`config.mk`:
```
export PLATFORM = sky130hd
export DESIGN_NAME = decodeExecute
export DESIGN_NICKNAME = d
export VERILOG_FILES = /design/src/rtl/riscvPkg.sv /design/src/rtl/idExeIf.sv /design/src/rtl/controlDecoder.sv /design/src/rtl/registerFile.sv /design/src/rtl/immediateGen.sv /design/src/rtl/idExeReg.sv /design/src/rtl/executeStage.sv /design/src/rtl/decodeExecute.sv
export SDC_FILE = /design/constraint.sdc
export NUM_CORES = 2
export LEC_CHECK = 0
export ABC_AREA = 0
export ABC_CLOCK_PERIOD_IN_PS = 44200
export BUFFER_PORTS_ARGS = -buffer_cell sky130_fd_sc_hd__buf_2
export CAP_MARGIN = 20
export CORE_MARGIN = 2
export CORE_UTILIZATION = 60
export DETAILED_ROUTE_END_ITERATION = 16
export PLACE_DENSITY = 0.86
export RECOVER_POWER = 50
export REMOVE_ABC_BUFFERS = 1
export SETUP_SLACK_MARGIN = 0.15
export SLEW_MARGIN = 30
export SYNTH_ARGS = -nofsm -noshare
export SYNTH_HDL_FRONTEND = slang
export SYNTH_SLANG_ARGS = --single-unit
export TNS_END_PERCENT = 10
```
`constraint.sdc`:
```
create_clock -name clk -period 44.2 [get_ports clk]
set_clock_uncertainty 0.1 [all_clocks]
set_input_delay 6.63 -clock clk [delete_from_list [all_inputs] [get_ports clk]]
set_output_delay 6.63 -clock clk [all_outputs]
set_load 0.05 [all_outputs]
```
`src/rtl/riscvPkg.sv`:
```
`default_nettype none

package riscvPkg;

    typedef logic [31:0] word_t;
    typedef logic [4:0] regAddr_t;
    typedef logic [2:0] funct3_t;
    typedef logic [6:0] funct7_t;

    // instruction class handed from decode to the ALU
    typedef logic [2:0] aluOp_t;

    // kind of control transfer resolved in EXE
    typedef logic [1:0] branch_t;

    // RV32I major opcodes
    localparam logic [6:0] opcOp = 7'b0110011;
    localparam logic [6:0] opcOpImm = 7'b0010011;
    localparam logic [6:0] opcLoad = 7'b0000011;
    localparam logic [6:0] opcStore = 7'b0100011;
    localparam logic [6:0] opcBranch = 7'b1100011;
    localparam logic [6:0] opcJal = 7'b1101111;
    localparam logic [6:0] opcJalr = 7'b1100111;
    localparam logic [6:0] opcLui = 7'b0110111;
    localparam logic [6:0] opcAuipc = 7'b0010111;

    // aluNone must stay zero so that a bubble does nothing
    localparam aluOp_t aluNone = 3'd0;
    localparam aluOp_t aluReg = 3'd1;
    localparam aluOp_t aluImm = 3'd2;
    localparam aluOp_t aluMem = 3'd3;
    localparam aluOp_t aluBranch = 3'd4;
    localparam aluOp_t aluUpper = 3'd5;

    localparam branch_t brNone = 2'd0;
    localparam branch_t brCond = 2'd1;
    localparam branch_t brJal = 2'd2;
    localparam branch_t brJalr = 2'd3;

    // funct3 encodings of the conditional branches
    localparam funct3_t f3Beq = 3'b000;
    localparam funct3_t f3Bne = 3'b001;
    localparam funct3_t f3Blt = 3'b100;
    localparam funct3_t f3Bge = 3'b101;
    localparam funct3_t f3Bltu = 3'b110;
    localparam funct3_t f3Bgeu = 3'b111;

endpackage

`default_nettype wire

```
`src/rtl/idExeIf.sv`:
```
`timescale 1ns/10ps
`default_nettype none

// one decoded instruction as it moves from ID into EXE
interface idExeIf import riscvPkg::*; ();

    word_t pc;
    word_t rs1Data;
    word_t rs2Data;
    word_t imm;
    regAddr_t rd;
    regAddr_t rs1;
    regAddr_t rs2;
    funct3_t funct3;
    funct7_t funct7;
    aluOp_t aluOp;
    logic aluSrc;
    logic pcToRegSrc;
    logic rdSrc;
    logic memToReg;
    logic memWrite;
    logic memRead;
    logic regWrite;
    branch_t branch;

    modport producer (
        output pc, rs1Data, rs2Data, imm, rd, rs1, rs2, funct3, funct7,
        output aluOp, aluSrc, pcToRegSrc, rdSrc, memToReg, memWrite, memRead, regWrite, branch
    );

    modport consumer (
        input pc, rs1Data, rs2Data, imm, rd, rs1, rs2, funct3, funct7,
        input aluOp, aluSrc, pcToRegSrc, rdSrc, memToReg, memWrite, memRead, regWrite, branch
    );

endinterface

`default_nettype wire

```
`src/rtl/controlDecoder.sv`:
```
`timescale 1ns/10ps
`default_nettype none

module controlDecoder import riscvPkg::*; (
    input word_t instr,
    input word_t pc,
    input logic flushIn,
    input logic branchTaken,
    output logic flush,
    idExeIf.producer idBus
);

    logic writesRd;

    // a taken transfer in EXE means the instruction now in ID is wrong-path
    assign flush = flushIn | branchTaken;

    assign idBus.pc = pc;
    assign idBus.rs1 = instr[19:15];
    assign idBus.rs2 = instr[24:20];
    assign idBus.funct3 = instr[14:12];
    assign idBus.funct7 = instr[31:25];

    // stores and branches carry immediate bits in the rd field
    assign idBus.rd = writesRd ? instr[11:7] : '0;
    assign idBus.regWrite = writesRd && (instr[11:7] != '0);

    always_comb begin
        idBus.aluOp = aluNone;
        idBus.aluSrc = 1'b0;
        idBus.pcToRegSrc = 1'b0;
        idBus.rdSrc = 1'b0;
        idBus.memToReg = 1'b0;
        idBus.memWrite = 1'b0;
        idBus.memRead = 1'b0;
        idBus.branch = brNone;
        writesRd = 1'b0;
        unique case (instr[6:0])
            opcOp: begin
                idBus.aluOp = aluReg;
                writesRd = 1'b1;
            end
            opcOpImm: begin
                idBus.aluOp = aluImm;
                idBus.aluSrc = 1'b1;
                writesRd = 1'b1;
            end
            opcLoad: begin
                idBus.aluOp = aluMem;
                idBus.aluSrc = 1'b1;
                idBus.memRead = 1'b1;
                idBus.memToReg = 1'b1;
                writesRd = 1'b1;
            end
            opcStore: begin
                idBus.aluOp = aluMem;
                idBus.aluSrc = 1'b1;
                idBus.memWrite = 1'b1;
            end
            opcBranch: begin
                idBus.aluOp = aluBranch;
                idBus.branch = brCond;
            end
            opcJal, opcJalr: begin
                idBus.rdSrc = 1'b1;
                idBus.pcToRegSrc = 1'b1;
                idBus.branch = (instr[6:0] == opcJal) ? brJal : brJalr;
                writesRd = 1'b1;
            end
            opcLui: begin
                idBus.aluOp = aluUpper;
                idBus.aluSrc = 1'b1;
                writesRd = 1'b1;
            end
            opcAuipc: begin
                idBus.rdSrc = 1'b1;
                writesRd = 1'b1;
            end
            // anything else leaves every control level low
            default: ;
        endcase
    end

endmodule

`default_nettype wire

```
`src/rtl/registerFile.sv`:
```
`timescale 1ns/10ps
`default_nettype none

module registerFile import riscvPkg::*; (
    input logic clk,
    input logic reset,
    input regAddr_t rs1,
    input regAddr_t rs2,
    input logic wbRegWrite,
    input regAddr_t wbRd,
    input word_t wbData,
    output word_t rs1Data,
    output word_t rs2Data
);

    // x0 has no storage
    word_t regs [1:31];

    function automatic word_t readPort(input regAddr_t addr);
        word_t value;
        if (addr == '0) begin
            value = '0;
        end else if (wbRegWrite && (wbRd == addr)) begin
            // same-cycle write-back is seen by the reader
            value = wbData;
        end else begin
            value = regs[addr];
        end
        return value;
    endfunction

    // the read ports follow the array and the write-back port as well as the addresses
    always_comb begin
        rs1Data = readPort(rs1);
        rs2Data = readPort(rs2);
    end

    always_ff @(posedge clk or posedge reset) begin
        if (reset) begin
            for (int i = 1; i < 32; i++) begin
                regs[i] <= '0;
            end
        end else if (wbRegWrite && (wbRd != '0)) begin
            regs[wbRd] <= wbData;
        end
    end

endmodule

`default_nettype wire

```
`src/rtl/immediateGen.sv`:
```
`timescale 1ns/10ps
`default_nettype none

module immediateGen import riscvPkg::*; (
    input word_t instr,
    output word_t imm
);

    word_t immI;
    word_t immS;
    word_t immB;
    word_t immU;
    word_t immJ;

    assign immI = {{20{instr[31]}}, instr[31:20]};
    assign immS = {{20{instr[31]}}, instr[31:25], instr[11:7]};
    assign immB = {{19{instr[31]}}, instr[31], instr[7], instr[30:25], instr[11:8], 1'b0};
    assign immU = {instr[31:12], 12'b0};
    assign immJ = {{11{instr[31]}}, instr[31], instr[19:12], instr[20], instr[30:21], 1'b0};

    always_comb begin
        unique case (instr[6:0])
            opcOpImm, opcLoad, opcJalr: imm = immI;
            opcStore: imm = immS;
            opcBranch: imm = immB;
            opcLui, opcAuipc: imm = immU;
            opcJal: imm = immJ;
            // register-register ops have no immediate
            default: imm = '0;
        endcase
    end

endmodule

`default_nettype wire

```
`src/rtl/idExeReg.sv`:
```
`timescale 1ns/10ps
`default_nettype none

module idExeReg import riscvPkg::*; (
    input logic clk,
    input logic reset,
    input logic flush,
    idExeIf.consumer idBus,
    idExeIf.producer exeBus
);

    // a flush loads the all-zero bubble, same as reset
    always_ff @(posedge clk or posedge reset) begin
        if (reset) begin
            exeBus.pc <= '0;
            exeBus.rs1Data <= '0;
            exeBus.rs2Data <= '0;
            exeBus.imm <= '0;
            exeBus.rd <= '0;
            exeBus.rs1 <= '0;
            exeBus.rs2 <= '0;
            exeBus.funct3 <= '0;
            exeBus.funct7 <= '0;
            exeBus.aluOp <= aluNone;
            exeBus.aluSrc <= 1'b0;
            exeBus.pcToRegSrc <= 1'b0;
            exeBus.rdSrc <= 1'b0;
            exeBus.memToReg <= 1'b0;
            exeBus.memWrite <= 1'b0;
            exeBus.memRead <= 1'b0;
            exeBus.regWrite <= 1'b0;
            exeBus.branch <= brNone;
        end else if (flush) begin
            exeBus.pc <= '0;
            exeBus.rs1Data <= '0;
            exeBus.rs2Data <= '0;
            exeBus.imm <= '0;
            exeBus.rd <= '0;
            exeBus.rs1 <= '0;
            exeBus.rs2 <= '0;
            exeBus.funct3 <= '0;
            exeBus.funct7 <= '0;
            exeBus.aluOp <= aluNone;
            exeBus.aluSrc <= 1'b0;
            exeBus.pcToRegSrc <= 1'b0;
            exeBus.rdSrc <= 1'b0;
            exeBus.memToReg <= 1'b0;
            exeBus.memWrite <= 1'b0;
            exeBus.memRead <= 1'b0;
            exeBus.regWrite <= 1'b0;
            exeBus.branch <= brNone;
        end else begin
            exeBus.pc <= idBus.pc;
            exeBus.rs1Data <= idBus.rs1Data;
            exeBus.rs2Data <= idBus.rs2Data;
            exeBus.imm <= idBus.imm;
            exeBus.rd <= idBus.rd;
            exeBus.rs1 <= idBus.rs1;
            exeBus.rs2 <= idBus.rs2;
            exeBus.funct3 <= idBus.funct3;
            exeBus.funct7 <= idBus.funct7;
            exeBus.aluOp <= idBus.aluOp;
            exeBus.aluSrc <= idBus.aluSrc;
            exeBus.pcToRegSrc <= idBus.pcToRegSrc;
            exeBus.rdSrc <= idBus.rdSrc;
            exeBus.memToReg <= idBus.memToReg;
            exeBus.memWrite <= idBus.memWrite;
            exeBus.memRead <= idBus.memRead;
            exeBus.regWrite <= idBus.regWrite;
            exeBus.branch <= idBus.branch;
        end
    end

endmodule

`default_nettype wire

```
`src/rtl/executeStage.sv`:
```
`timescale 1ns/10ps
`default_nettype none

module executeStage import riscvPkg::*; (
    idExeIf.consumer exeBus,
    output word_t result,
    output word_t storeData,
    output logic branchTaken,
    output word_t branchTarget
);

    word_t opA;
    word_t opB;
    word_t aluResult;
    logic altOp;
    logic condTrue;

    assign opA = exeBus.rs1Data;
    assign opB = exeBus.aluSrc ? exeBus.imm : exeBus.rs2Data;

    // funct7 bit 5 picks sub and sra, but addi has no sub form
    assign altOp = exeBus.funct7[5];

    always_comb begin
        aluResult = '0;
        case (exeBus.aluOp)
            aluReg, aluImm: begin
                unique case (exeBus.funct3)
                    3'b000: aluResult = (exeBus.aluOp == aluReg && altOp) ? opA - opB : opA + opB;
                    3'b001: aluResult = opA << opB[4:0];
                    3'b010: aluResult = word_t'($signed(opA) < $signed(opB));
                    3'b011: aluResult = word_t'(opA < opB);
                    3'b100: aluResult = opA ^ opB;
                    3'b101: aluResult = altOp ? word_t'($signed(opA) >>> opB[4:0]) : opA >> opB[4:0];
                    3'b110: aluResult = opA | opB;
                    3'b111: aluResult = opA & opB;
                    default: aluResult = '0;
                endcase
            end
            aluMem: aluResult = opA + opB;
            // lui is zero plus the upper immediate
            aluUpper: aluResult = '0 + opB;
            default: aluResult = '0;
        endcase
    end

    always_comb begin
        unique case (exeBus.funct3)
            f3Beq: condTrue = (opA == exeBus.rs2Data);
            f3Bne: condTrue = (opA != exeBus.rs2Data);
            f3Blt: condTrue = ($signed(opA) < $signed(exeBus.rs2Data));
            f3Bge: condTrue = ($signed(opA) >= $signed(exeBus.rs2Data));
            f3Bltu: condTrue = (opA < exeBus.rs2Data);
            f3Bgeu: condTrue = (opA >= exeBus.rs2Data);
            default: condTrue = 1'b0;
        endcase
    end

    always_comb begin
        unique case (exeBus.branch)
            brCond: branchTaken = condTrue;
            brJal, brJalr: branchTaken = 1'b1;
            default: branchTaken = 1'b0;
        endcase
    end

    assign branchTarget = (exeBus.branch == brJalr) ? ((opA + exeBus.imm) & ~word_t'(1))
                                                    : exeBus.pc + exeBus.imm;

    // link address for jal and jalr, pc-relative value for auipc
    assign result = !exeBus.rdSrc ? aluResult
                  : exeBus.pcToRegSrc ? exeBus.pc + word_t'(4) : exeBus.pc + exeBus.imm;

    assign storeData = exeBus.rs2Data;

endmodule

`default_nettype wire

```
`src/rtl/decodeExecute.sv`:
```
`timescale 1ns/10ps
`default_nettype none

module decodeExecute import riscvPkg::*; (
    input logic clk,
    input logic reset,
    input word_t instr,
    input word_t pc,
    input logic flushIn,
    input logic wbRegWrite,
    input regAddr_t wbRd,
    input word_t wbData,
    output word_t result,
    output word_t storeData,
    output regAddr_t exeRd,
    output logic exeRegWrite,
    output logic exeMemWrite,
    output logic exeMemRead,
    output logic exeMemToReg,
    output logic branchTaken,
    output word_t branchTarget
);

    logic flush;

    idExeIf idBus ();
    idExeIf exeBus ();

    controlDecoder decoder (
        .instr(instr),
        .pc(pc),
        .flushIn(flushIn),
        .branchTaken(branchTaken),
        .flush(flush),
        .idBus(idBus)
    );

    registerFile regFile (
        .clk(clk),
        .reset(reset),
        .rs1(idBus.rs1),
        .rs2(idBus.rs2),
        .wbRegWrite(wbRegWrite),
        .wbRd(wbRd),
        .wbData(wbData),
        .rs1Data(idBus.rs1Data),
        .rs2Data(idBus.rs2Data)
    );

    immediateGen immGen (
        .instr(instr),
        .imm(idBus.imm)
    );

    idExeReg pipeReg (
        .clk(clk),
        .reset(reset),
        .flush(flush),
        .idBus(idBus),
        .exeBus(exeBus)
    );

    executeStage execute (
        .exeBus(exeBus),
        .result(result),
        .storeData(storeData),
        .branchTaken(branchTaken),
        .branchTarget(branchTarget)
    );

    assign exeRd = exeBus.rd;
    assign exeRegWrite = exeBus.regWrite;
    assign exeMemWrite = exeBus.memWrite;
    assign exeMemRead = exeBus.memRead;
    assign exeMemToReg = exeBus.memToReg;

endmodule

`default_nettype wire

```
# After elaboration in Yosys (flattened, before gate mapping)
# Cells that the tools add are included.
dict set report totals {
  reg_bits 1145
  input_bits 105
  out_inout_bits 106
  elab_cells 167
}
dict set report op_classes {
  n_addsub 5
  magnitude_cmp 10
  n_eq_ne 27
  shifts 3
  muxes 49
  n_bitwise 7
  reduce_logical 20
}
# op count
set op_table {}
lappend op_table {{992-bit bitwise mux} 1}
lappend op_table {{32-bit 2-to-1 mux} 19}
lappend op_table {{32-bit binary-select mux with 5-bit select} 2}
lappend op_table {{32-bit case mux with 8 select lines} 1}
lappend op_table {{32-bit demux with 5-bit select} 1}
lappend op_table {{32-bit case mux with 5 select lines} 1}
lappend op_table {{32-bit < comparator} 4}
lappend op_table {{32-bit adder} 3}
lappend op_table {{32-bit case mux with 3 select lines} 1}
lappend op_table {{32-bit greater-or-equal comparator} 2}
lappend op_table {{32-bit by 3-bit adder with 32-bit output (second input constant)} 1}
lappend op_table {{32-bit AND} 1}
lappend op_table {{32-bit == test} 1}
lappend op_table {{32-bit != test} 1}
lappend op_table {{32-bit OR} 1}
lappend op_table {{32-bit by 5-bit left shift with 32-bit output} 1}
lappend op_table {{32-bit by 5-bit right shift with 32-bit output} 1}
lappend op_table {{32-bit by 5-bit >>> shifter with 32-bit output} 1}
lappend op_table {{32-bit subtractor} 1}
lappend op_table {{32-bit XOR} 1}
lappend op_table {{7-bit by 6-bit == test with 1-bit output (second input constant)} 3}
lappend op_table {{7-bit == test (second input constant)} 3}
lappend op_table {{6-bit greater-or-equal comparator (second input constant)} 3}
lappend op_table {{5-bit NOT with 6-bit output} 3}
lappend op_table {{27 further kinds} 64}

# Longest topological paths before layout
dict set report logic_depth {
  word_depth 7
  ltp_mapped 19
  mapped_depth_nobuf 15
}

# Least setup slack after synthesis
# OpenSTA, ideal clock, no wires.
dict set report synth_timing {
  kind {flip-flop to output port}
  startpoint {register pipeReg.exeBus.rs2Data[2]}
  endpoint {output result[13]}
  arrival_ps 4765
  required_time_ps 37470
  path_slack_ps 32705
  path_stages_with_launch 17
  n_path_buf 4
  path_cell_list {dfrtp_1 > mux2i_4 > buf_2 > clkbuf_1 > clkbuf_1 > ha_1 > buf_4 > o21ai_0 > o21ai_1 > a21oi_2 > o41ai_4 > a21o_1 > a21oi_1 > a21oi_1 > xnor2_1 > nor2_1 > o31ai_1}
}
dict set report synth_via {
  elab_chain_len 6
  elab_cells_between_ends 11
  cone_classes {2 x add/sub; 3 x shift; 6 x mux}
}
# item line
set synth_lines {}
lappend synth_lines {{from (decl)} idExeIf.sv:27} ;# output pc, rs1Data, rs2Data, imm, rd, rs1, rs2, funct3, funct7,
lappend synth_lines {{32-bit 2-to-1 mux *} executeStage.sv:19} ;# assign opB = exeBus.aluSrc ? exeBus.imm : exeBus.rs2Data;
lappend synth_lines {{32-bit adder (tied with other cells)} {executeStage.sv:29, executeStage.sv:40}}
lappend synth_lines {{32-bit 2-to-1 mux, on equally long branches} {executeStage.sv:29, executeStage.sv:34}}
lappend synth_lines {{32-bit case mux with 8 select lines} executeStage.sv:28} ;# unique case (exeBus.funct3)
lappend synth_lines {{32-bit case mux with 3 select lines *} executeStage.sv:26} ;# case (exeBus.aluOp)
lappend synth_lines {{32-bit 2-to-1 mux *} executeStage.sv:71} ;# assign result = !exeBus.rdSrc ? aluResult
lappend synth_lines {{to (decl)} decodeExecute.sv:13} ;# output word_t result,
# Mark *: on every way between the ends. The rest lies on a longest branch, timed or not.

==> run metrics <==
RSZ-0062 raised after global routing=false; antenna violations before repair=21; Max clock buf depth=3; total power=3510 uW; status=complete, but fails checks; Arr. time, crit path=16.31 ns; worst path required time=44.86 ns; cts bufs inserted=115; Worst Hold Class=flip-flop to flip-flop; Post-synth EDFFs=0; synth unique cells=92; post-route cell area=79500 sq um; port bufs=210; Fillers=8267; die width=354 um; final setup violation count=0; synthesized area per cell=12.0 sq um; Worst setup SP type=input port; setup_tns=0 ns; final layout net count=6360; GPL Wtd Cong=1.04; die height=354 um; post-CTS sizing=0; CP endpoint kind=asynchronous set/reset pin; Fin. Hold Viols=0; share of layout cells above drive strength 1=0.347; CTS tree=yes; wire per inst=36.7 um; cells after synthesis=6135; post-route ant nets=0; Clk Latency, worst-skew pair=0.81 ns; core area=122000 sq um; Tcrit/Tclk final=0.354; Iter 0 DRT Violations=8593; pin count of the biggest net entering global routing=185; ys flop type=dfrtp_1; Post-Route WL=286000 um; max_cap viols=26; leakage power=0.0346 uW; max-slew violation count=1168; vias in the first global route=59900; clk slew on worst S/H paths=0.06 ns; sequential share of the synthesized area=0.388; slew margin rel.=-1.94; area taken by multi-input logic gates=42400 sq um; Cell Pwr Density=44.2 nW/um^2; Area after DPL=75700 sq um; Mapped Area=73500 sq um; Async SR Flop Fraction=1.00; Sequential Area=28500 sq um; vias per cell=7.64; Syn-to-layout area delta=8.28%; H-Tree Depth=3; # rows=128; worst hold start=regFile.regs[58]; most frequent cells in the layout=1136 x dfrtp_1, 968 x mux2_2, 580 x mux4_2; Worst R2R Setup Slack=36.82 ns; CTS sink cnt=1139; CP Class=input port to asynchronous set/reset pin; r2r endpoint=pipeReg.exeBus.rs2Data[12]; Yosys reg bits=1139; die area=125000 sq um; minimum clock period=15.65 ns; max frequency=63.9 MHz; hold endpoint=regFile.regs[58]; hold buffer count at cts=0; first drt pass iteration count=8; synth warn=0; reg2reg start=pipeReg.exeBus.rs1Data[15]; DRC violations left=0; CTS Root Cell=clkbuf_16; total track usage=0.449; most common cell after layout, fill and taps aside=dfrtp_1; failing checks=max-capacitance violations, max-slew violations; Worst-Margin Slew=4.42 ns; top-level I/O count=211; crit-path max FO=125; first-pass GRT wire length=411000 um; Initial Util=0.604; GRT overflow=0; DP HPWL=176000 um; VDD IR max=0.0456 mV; Worst Hold Depth=1; R2R cell count=13; detailed-route via count=59600; Post-CTS Setup Bufs=0
worst max-delay path by stage:
stage,end,from,cells after the start
final,regFile.regs[829],reset,6
after CTS,result[30],pipeReg.exeBus.aluSrc,17
after global placement,result[30],pipeReg.exeBus.aluSrc,17
after floorplan,pipeReg.exeBus.aluOp[0],reset,1
after detailed placement,result[30],pipeReg.exeBus.aluSrc,17
after global routing,regFile.regs[652],reset,6
Yosys cell counts, types with 34 or more instances:
cell type / n / area, sq um
and2_1: 47 / 294
mux2i_1: 252 / 2520
and3_1: 37 / 231
nor3_1: 113 / 566
a21o_1: 45 / 338
a31oi_1: 34 / 213
ha_1: 191 / 2390
inv_1: 145 / 544
clkbuf_1: 372 / 1400
xnor2_1: 87 / 762
o211ai_1: 56 / 420
xor2_1: 50 / 438
buf_1: 87 / 327
nand2_1: 311 / 1170
nand3_1: 65 / 325
buf_2: 67 / 335
o22ai_1: 35 / 219
mux2_2: 1003 / 11300
nor2_1: 295 / 1110
dfrtp_1: 1139 / 28500
o21ai_0: 218 / 1090
mux4_2: 580 / 13100
a21oi_1: 448 / 2240
area by class of cell:
cell class              count  area share
diodes                     14    0.000440
clock buffers             179      0.0431
clock inverters            35     0.00532
inverters                 151     0.00720
multi-input cells        4304       0.533
flip-flops and latches   1139       0.358
well taps                1625      0.0256
repair buffers            349      0.0274
metal layers:
layer	vias up	GRT usage	part of all wire
met5	-	0.00151	0.00042
met4	18	0.379	0.10
met3	1758	0.141	0.13
met2	5225	0.674	0.44
met1	29600	0.530	0.32
li1	23000	-	-
worst max-delay path, stage by stage:
cell and delay (ns):
buf_2 0.11, clkinvlp_2 2.32, clkbuf_1 3.15, clkbuf_1 2.68
buf_16 0.45, buf_6 0.71
sequential cells by signal, indices dropped and copies added, names as in the netlist, 2 cells and up:
signal	cells
pipeReg.exeBus.funct3	3
pipeReg.exeBus.pc	32
pipeReg.exeBus.branch	2
pipeReg.exeBus.rs2Data	32
pipeReg.exeBus.rs1Data	32
pipeReg.exeBus.aluOp	3
pipeReg.exeBus.rd	5
pipeReg.exeBus.imm	32
regFile.regs	992
per-stage QoR:
| stage | setup slack (ns) | utilization | std cells | hold WS [ns] |
|---|---|---|---|---|
| 2_1_floorplan | 5.39 | - | 5594 | 0.391 |
| 3_3_place_gp | 31.11 | 0.622 | 7563 | 0.399 |
| 3_5_place_dp | 31.08 | 0.622 | 7564 | 0.412 |
| 4_1_cts | 30.22 | 0.654 | 7778 | 0.425 |
| 5_1_grt | 26.65 | 0.653 | 7787 | 0.441 |
| 6_report | 28.55 | 0.653 | 7796 | 0.423 |
cells by family after synthesis:
group / share of synthesized area
buf+inv: 0.0376
xor+xnor: 0.0163
mux: 0.367
compound gates: 0.0923
flops: 0.388
fa+ha+maj: 0.0336
simple gates: 0.0656
where the power goes:
part / internal, uW / leakage (uW) / switching, uW
combinational: 498 / 0.0181 / 586
sequential: 1230 / 0.0147 / 190
clock: 554 / 0.00188 / 452
No activity file was read; power rests on OpenSTA's default activity.
